`src/hdl/cce_link_pkg.sv`:
```
package cce_link_pkg;

  // ####################
  // widths

  localparam int block_width_c     = 512;
  localparam int link_data_width_c = 32;
  localparam int num_flits_c       = block_width_c / link_data_width_c;
  localparam int flit_idx_width_c  = 4;

  localparam int paddr_width_c     = 32;
  localparam int link_addr_width_c = 16; // word address on the mesh.
  localparam int x_cord_width_c    = 4;
  localparam int y_cord_width_c    = 4;
  localparam int mask_width_c      = link_data_width_c / 8;

  localparam int tag_width_c       = 8;
  localparam int msg_type_width_c  = 3;

  // ####################
  // network packet op

  typedef enum logic [1:0] {
    e_link_op_remote_load  = 2'b00,
    e_link_op_remote_store = 2'b01, // the only op this bridge issues.
    e_link_op_remote_amo   = 2'b10,
    e_link_op_config       = 2'b11
  } link_op_e;

  // ####################
  // payload structs

  typedef struct packed {
    logic [msg_type_width_c-1:0] msg_type;
    logic [paddr_width_c-1:0]    addr;
    logic [tag_width_c-1:0]      tag;
    logic [block_width_c-1:0]    data; // word k sits at bit 32k.
  } wb_cmd_s;

  typedef struct packed {
    logic [msg_type_width_c-1:0] msg_type;
    logic [paddr_width_c-1:0]    addr;
    logic [tag_width_c-1:0]      tag;
  } mem_resp_s;

  typedef struct packed {
    logic [link_addr_width_c-1:0] addr;
    link_op_e                     op;
    logic [mask_width_c-1:0]      op_ex; // byte mask for a store.
    logic [link_data_width_c-1:0] payload;
    logic [x_cord_width_c-1:0]    src_x;
    logic [y_cord_width_c-1:0]    src_y;
    logic [x_cord_width_c-1:0]    x;
    logic [y_cord_width_c-1:0]    y;
  } link_pkt_s;

endpackage

```
`src/hdl/bridge_fifo.sv`:
```
module bridge_fifo #(
  parameter type payload_t = logic [7:0],
  parameter int  els_p     = 2
) (
  input  logic     clk_i,
  input  logic     reset_i,

  input  payload_t data_i,
  input  logic     v_i,
  output logic     ready_o,

  output payload_t data_o,
  output logic     v_o,
  input  logic     yumi_i
);

  localparam int ptr_width_lp = (els_p > 1) ? $clog2(els_p) : 1;
  localparam int cnt_width_lp = $clog2(els_p + 1);

  payload_t mem_r [els_p];

  logic [ptr_width_lp-1:0] wptr_r, rptr_r;
  logic [cnt_width_lp-1:0] count_r;
  logic                    push, pop;

  // ####################
  // flags

  assign ready_o = (count_r != cnt_width_lp'(els_p)); // room for one more.
  assign v_o     = (count_r != '0);

  assign push = v_i & ready_o;
  assign pop  = yumi_i & v_o;

  assign data_o = mem_r[rptr_r];

  // ####################
  // storage and pointers

  always_ff @(posedge clk_i) begin
    if (push) begin
      mem_r[wptr_r] <= data_i;
    end
  end

  always_ff @(posedge clk_i) begin
    if (reset_i) begin
      wptr_r  <= '0;
      rptr_r  <= '0;
      count_r <= '0;
    end else begin
      if (push) begin
        wptr_r <= (wptr_r == ptr_width_lp'(els_p - 1)) ? '0 : wptr_r + 1'b1;
      end
      if (pop) begin
        rptr_r <= (rptr_r == ptr_width_lp'(els_p - 1)) ? '0 : rptr_r + 1'b1;
      end
      case ({push, pop})
        2'b10:   count_r <= count_r + 1'b1;
        2'b01:   count_r <= count_r - 1'b1;
        default: count_r <= count_r; // both or neither leave the count alone.
      endcase
    end
  end

endmodule

```
`src/hdl/wb_flit_sequencer.sv`:
```
module wb_flit_sequencer (
  input  logic                                      clk_i,
  input  logic                                      reset_i,

  // coherence side, command in.
  input  cce_link_pkg::wb_cmd_s                     cmd_i,
  input  logic                                      cmd_v_i,
  output logic                                      cmd_yumi_o,

  // network side.
  output cce_link_pkg::link_pkt_s                   tx_pkt_o,
  output logic                                      tx_pkt_v_o,
  input  logic                                      tx_pkt_yumi_i,

  // coherence side, response out.
  output cce_link_pkg::mem_resp_s                   resp_o,
  output logic                                      resp_v_o,
  input  logic                                      resp_ready_i,

  input  logic [cce_link_pkg::x_cord_width_c-1:0]   my_x_i,
  input  logic [cce_link_pkg::y_cord_width_c-1:0]   my_y_i
);

  // byte offset inside one word, then the flit index above it.
  localparam int byte_off_lp  = $clog2(cce_link_pkg::link_data_width_c / 8);
  localparam int addr_lsb_lp  = byte_off_lp + cce_link_pkg::flit_idx_width_c;
  localparam int addr_bits_lp =
    cce_link_pkg::link_addr_width_c - 1 - cce_link_pkg::flit_idx_width_c;
  localparam int x_lsb_lp     = addr_lsb_lp + addr_bits_lp;
  localparam int cnt_width_lp = cce_link_pkg::flit_idx_width_c + 1;

  typedef enum logic [1:0] {
    e_idle    = 2'b00,
    e_send    = 2'b01,
    e_respond = 2'b10
  } seq_state_e;

  seq_state_e state_r, state_n;

  cce_link_pkg::wb_cmd_s cmd_r;

  logic [cnt_width_lp-1:0]                     flit_cnt_r, flit_cnt_n;
  logic [cce_link_pkg::flit_idx_width_c-1:0]   flit_idx;
  logic                                        capture;
  logic                                        flit_done;

  // ####################
  // control

  assign capture   = cmd_yumi_o;
  assign flit_done = tx_pkt_v_o & tx_pkt_yumi_i; // one packet leaves.

  always_comb begin
    state_n    = state_r;
    flit_cnt_n = flit_cnt_r;
    cmd_yumi_o = 1'b0;
    tx_pkt_v_o = 1'b0;
    resp_v_o   = 1'b0;

    case (state_r)
      e_idle: begin
        cmd_yumi_o = cmd_v_i; // take the head as soon as it shows up.
        if (cmd_v_i) begin
          flit_cnt_n = '0;
          state_n    = e_send;
        end
      end

      e_send: begin
        tx_pkt_v_o = 1'b1;
        if (flit_done) begin
          flit_cnt_n = flit_cnt_r + 1'b1;
          if (flit_cnt_n == cnt_width_lp'(cce_link_pkg::num_flits_c)) begin
            state_n = e_respond;
          end
        end
      end

      e_respond: begin
        resp_v_o = resp_ready_i; // push only when the response FIFO has room.
        if (resp_ready_i) begin
          state_n = e_idle;
        end
      end

      default: begin
        state_n = e_idle;
      end
    endcase
  end

  always_ff @(posedge clk_i) begin
    if (reset_i) begin
      state_r    <= e_idle;
      flit_cnt_r <= '0;
    end else begin
      state_r    <= state_n;
      flit_cnt_r <= flit_cnt_n;
    end
  end

  always_ff @(posedge clk_i) begin
    if (capture) begin
      cmd_r <= cmd_i;
    end
  end

  // ####################
  // packet formation

  assign flit_idx = flit_cnt_r[cce_link_pkg::flit_idx_width_c-1:0];

  always_comb begin
    tx_pkt_o.addr    = {1'b0, cmd_r.addr[addr_lsb_lp+:addr_bits_lp], flit_idx};
    tx_pkt_o.op      = cce_link_pkg::e_link_op_remote_store;
    tx_pkt_o.op_ex   = '1; // whole words only.
    tx_pkt_o.payload =
      cmd_r.data[flit_idx*cce_link_pkg::link_data_width_c+:cce_link_pkg::link_data_width_c];
    tx_pkt_o.src_x   = my_x_i;
    tx_pkt_o.src_y   = my_y_i;
    tx_pkt_o.x       = cmd_r.addr[x_lsb_lp+:cce_link_pkg::x_cord_width_c];
    tx_pkt_o.y       = my_y_i;
  end

  // ####################
  // response

  always_comb begin
    resp_o.msg_type = cmd_r.msg_type;
    resp_o.addr     = cmd_r.addr;
    resp_o.tag      = cmd_r.tag;
  end

endmodule

```
`src/hdl/cce_link_bridge.sv`:
```
module cce_link_bridge #(
  parameter int cmd_fifo_els_p  = 2,
  parameter int resp_fifo_els_p = 2
) (
  input  logic                                      clk_i,
  input  logic                                      reset_i,

  // coherence side.
  input  cce_link_pkg::wb_cmd_s                     mem_cmd_i,
  input  logic                                      mem_cmd_v_i,
  output logic                                      mem_cmd_yumi_o,

  output cce_link_pkg::mem_resp_s                   mem_resp_o,
  output logic                                      mem_resp_v_o,
  input  logic                                      mem_resp_ready_i,

  // mesh side.
  output cce_link_pkg::link_pkt_s                   tx_pkt_o,
  output logic                                      tx_pkt_v_o,
  input  logic                                      tx_pkt_yumi_i,

  input  logic [cce_link_pkg::x_cord_width_c-1:0]   my_x_i,
  input  logic [cce_link_pkg::y_cord_width_c-1:0]   my_y_i
);

  cce_link_pkg::wb_cmd_s   cmd_head;
  cce_link_pkg::mem_resp_s seq_resp;

  logic cmd_fifo_ready;
  logic cmd_head_v, cmd_head_yumi;
  logic seq_resp_v, resp_fifo_ready;

  // a command is taken in the same cycle it is offered, if there is room.
  assign mem_cmd_yumi_o = mem_cmd_v_i & cmd_fifo_ready;

  bridge_fifo #(
    .payload_t (cce_link_pkg::wb_cmd_s),
    .els_p     (cmd_fifo_els_p)
  ) cmd_fifo (
    .clk_i   (clk_i),
    .reset_i (reset_i),
    .data_i  (mem_cmd_i),
    .v_i     (mem_cmd_v_i),
    .ready_o (cmd_fifo_ready),
    .data_o  (cmd_head),
    .v_o     (cmd_head_v),
    .yumi_i  (cmd_head_yumi)
  );

  wb_flit_sequencer seq (
    .clk_i         (clk_i),
    .reset_i       (reset_i),
    .cmd_i         (cmd_head),
    .cmd_v_i       (cmd_head_v),
    .cmd_yumi_o    (cmd_head_yumi),
    .tx_pkt_o      (tx_pkt_o),
    .tx_pkt_v_o    (tx_pkt_v_o),
    .tx_pkt_yumi_i (tx_pkt_yumi_i),
    .resp_o        (seq_resp),
    .resp_v_o      (seq_resp_v),
    .resp_ready_i  (resp_fifo_ready),
    .my_x_i        (my_x_i),
    .my_y_i        (my_y_i)
  );

  bridge_fifo #(
    .payload_t (cce_link_pkg::mem_resp_s),
    .els_p     (resp_fifo_els_p)
  ) resp_fifo (
    .clk_i   (clk_i),
    .reset_i (reset_i),
    .data_i  (seq_resp),
    .v_i     (seq_resp_v),
    .ready_o (resp_fifo_ready),
    .data_o  (mem_resp_o),
    .v_o     (mem_resp_v_o),
    .yumi_i  (mem_resp_ready_i & mem_resp_v_o) // valid/ready transfer.
  );

endmodule

```
`config.mk`:
```
export PLATFORM = sky130hd
export DESIGN_NAME = cce_link_bridge
export DESIGN_NICKNAME = d
export VERILOG_FILES = /design/src/hdl/cce_link_pkg.sv /design/src/hdl/bridge_fifo.sv /design/src/hdl/wb_flit_sequencer.sv /design/src/hdl/cce_link_bridge.sv
export SDC_FILE = /design/constraint.sdc
export NUM_CORES = 1
export LEC_CHECK = 0
export BUFFER_PORTS_ARGS = -buffer_cell sky130_fd_sc_hd__buf_4
export CORE_MARGIN = 2
export CORE_UTILIZATION = 60
export DETAILED_ROUTE_END_ITERATION = 8
export GPL_TIMING_DRIVEN = 0
export PLACE_DENSITY = 0.81
export SYNTH_ARGS = -nofsm -noshare
export SYNTH_HDL_FRONTEND = slang
export SYNTH_SLANG_ARGS = --single-unit
export TNS_END_PERCENT = 1
```
`constraint.sdc`:
```
create_clock -name clk_i -period 113.6 [get_ports clk_i]
set_input_delay 22.72 -clock clk_i [delete_from_list [all_inputs] [get_ports clk_i]]
set_output_delay 22.72 -clock clk_i [all_outputs]
set_load 0.005 [all_outputs]
```
==> results.md <==
* Clock network power share at 0.276
* Port buffer count at 667
* RR Endpoint: seq.cmd_r[149]
* Compound-gate portion of the synthesized area at 0.008775
* Tcrit/Tclk final at 0.4072
* F_max at 21.62 MHz
* Worst Reg-to-Reg Cells at 14
* Row Count at 120
* Worst IR drop on VDD at 0.01553 mV
* RSZ-0062 raised after global routing: false
* Max H-tree Level at 4
* DIE AREA at 110000 um^2
* Largest net degree at the start of global routing at 33
* Via count at 32014
* Top sig layer: met5
* Critical path class: in2out
* Worst r2r src: cmd_fifo.count_r[0]
* Starting Density at 0.6037
* Setup_tns at 0 ps
* Most common library cells after synthesis: 1751 x edfxtp_1, 598 x mux2_2, 128 x mux4_2
* Max-Cap Viols at 0
* Area leader, netlist: edfxtp_1
* I/O pins at 684
* Mux contribution to synthesized area at 0.1492
* Final ANT Viol Nets at 0
* Largest family of logic cells by synthesized area: multiplexers
* Cts repair resizes at 0
* Status: completed
* Met2 WL at 84310 um
* Sw Share at 0.2696
* Part of the power in registers at 0.502
* Area Overhead vs Synth at 21.39%
* Clk_skew at 29.94 ps
* Total gr overflow at 0
* Top FF cell, synth: edfxtp_1
* Final Hold Fails at 0
* Initial drt markers at 3574
* P per Cell Area at 24.75 nW/um^2
* First-pass GRT wire length at 232100 um
* Vias in the first global route at 33149
* Die W at 331.7 um
* Post-Synth Simple-Gate Area at 0.005688
* Layout Nets at 4338
* Per-cell routed wire length at 31.21 um
* Number of buffers created by CTS at 170
* Clock slew at reported path FFs at 70 ps
* Gpl congestion at 0.8037
* CP Max Fanout at 5
* Area share of xor/xnor cells in the synthesized design at 0.001087
* WP data arrival at 23530 ps
* Post-synthesis sequential area ratio at 0.8208
* Post-Layout Inst Area at 78230 um^2
* Synthesized flop and latch total at 1767
* Setup crit end kind: output pin
* CP startpoint: mem_cmd_v_i
* DP Wirelength at 115600 um
* Chip height at 331.7 um
* Final Critical Period at 46250 ps
* Core Area at 106800 um^2
* Initial antenna violation count at 72
* Comb pwr share at 0.223
* WL met3 at 17120 um
* Area after DPL at 72910 um^2
* Setup crit start kind: input pin
* WL final at 167000 um
* CTS Buffer Depth at 3
* Total GRT Usage at 0.3031
* Most frequent cell after synthesis: edfxtp_1
* Average cell area after synthesis at 22.84 um^2
* # clock sinks at 1767
* Worst min path class: reg2reg
* CP required at 90880 ps
* FFs w/ async S/R, synth at 0
* Sw power at 0.5219 mW
* Cell area after synthesis at 64450 um^2
* 1st-pass router iterations at 5
* Least-Margin Pin Slew at 1451 ps
* Mapped Cells at 2822
* Area share of the largest cell type after synthesis at 0.8159
* Int Power at 1.414 mW
* CTS tree: yes
* Routed met1 length at 58170 um
* Number of flops mapped to enable cells by yosys at 1751
* Relative slew slack at 0.03298
* Synth warnings at 0
* Synth cell types at 32
* Clock Latency Late Sink at 780 ps
* DR vias/cell at 5.983
* Adder-cell share of the synthesized area at 0.0005824
* Layout cells sized above 1 at 0.4689
* R2R Setup Slk at 109940 ps
* LEAKAGE at 26.85 nW
* Cts hold-fix bufs at 0
* End of the critical path: mem_cmd_yumi_o
* DRC viols at 0
* Root buf cell: clkbuf_16
* Final setup violation count at 0
* Fin Hold WS at 436.3 ps
* Slew Viols, Final at 0
* Post-CTS setup buffer count at 0
* Synth area leaders: edfxtp_1 82%, mux2_2 10%, mux4_2 4.5%
==> power groups by stage <==
stage               logic, mW  clock network (mW)  registers [mW]
finish                  0.431               0.533           0.972
global route            0.451               0.562           0.981
CTS                     0.432               0.538           0.971
detailed placement      0.427                   0           0.979
global placement        0.379                   0            1.24
floorplan               0.236                   0            1.13
==> critical path: stages <==
cell	delay, ps
buf_4	120
o21ai_1	370
inv_1	140
buf_4	190
==> per-stage QoR <==
stage / util / instances / setup WS [ps] / power [mW]
floorplan: - / 2827 / 66290 / 1.369
global placement: 0.6672 / 4897 / 49730 / 1.621
detailed placement: 0.6830 / 4998 / 67370 / 1.406
CTS: 0.7317 / 5304 / 67340 / 1.941
global route: 0.7325 / 5339 / 67310 / 1.994
finish: 0.7328 / 5351 / 67350 / 1.936
==> flip-flops by register name, indices dropped and copies added, names as in the netlist, named ones only <==
name,flops
cmd_fifo.mem_r,1110
seq.cmd_r,512
resp_fifo.mem_r,86
seq.resp_o,43
seq.flit_cnt_r,5
cmd_fifo.count_r,2
resp_fifo.count_r,2
seq.state_r,2
cmd_fifo.rptr_r,1
cmd_fifo.wptr_r,1
resp_fifo.rptr_r,1
resp_fifo.wptr_r,1
==> per-layer routing <==
metal / GRT usage / vias to the layer above
met1: 0.3708 / 16499
met5: 0 / -
li1: - / 13399
met3: 0.09160 / 339
met4: 0.1428 / 50
met2: 0.4988 / 1727
==> worst min-delay path by stage <==
stage	start	to	slack, ps	cells after the start
4_1_cts	seq.resp_o[32]	resp_fifo.mem_r[0][32]	440	0
5_1_grt	seq.resp_o[32]	resp_fifo.mem_r[0][32]	440	0
3_5_place_dp	seq.resp_o[41]	resp_fifo.mem_r[0][41]	430	0
2_1_floorplan	seq.resp_o[0]	resp_fifo.mem_r[0][0]	420	0
6_report	seq.resp_o[32]	resp_fifo.mem_r[0][32]	440	0
3_3_place_gp	seq.resp_o[37]	resp_fifo.mem_r[1][37]	420	0
==> cells in the final DEF, fill, tap and decap left out, drive strengths merged, types with 2 or more instances in the layout <==
cell type / count
xor2: 2
a21oi: 6
nand2: 34
and2: 3
a22oi: 65
nand2b: 3
xnor2: 6
nor3: 3
buf: 879
clkinv: 67
a311oi: 2
or3: 3
nand3: 2
nor2b: 5
clkinvlp: 5
o21ai: 4
nand3b: 2
ha: 3
mux2: 598
bufinv: 8
dfxtp: 16
diode: 47
inv: 17
clkbuf: 255
nor2: 22
edfxtp: 1751
conb: 7
mux4: 128
==> kinds of logic after synthesis <==
logic type	count (synthesis)
other	2
adders and majority gates	3
xor gates and xnor gates	8
and+or+nand+nor	81
DFF	1767
buffers and inverters	157
AOI/OAI and AO/OA	78
muxes	726
==> area by class of cell <==
cell class / instances / area (um^2)
Sequential cell: 1767 / 52900
Clock inverter: 93 / 765.7
Antenna cell: 47 / 117.6
Inverter: 4 / 15.01
Multi-Input combinational cell: 903 / 10720
Buffer: 153 / 867.1
Tap cell: 1403 / 1755
Clock buffer: 213 / 4437
Fill cell: 5696 / 28520
Timing Repair Buffer: 768 / 6653
No activity file was read; power rests on OpenSTA's default activity.
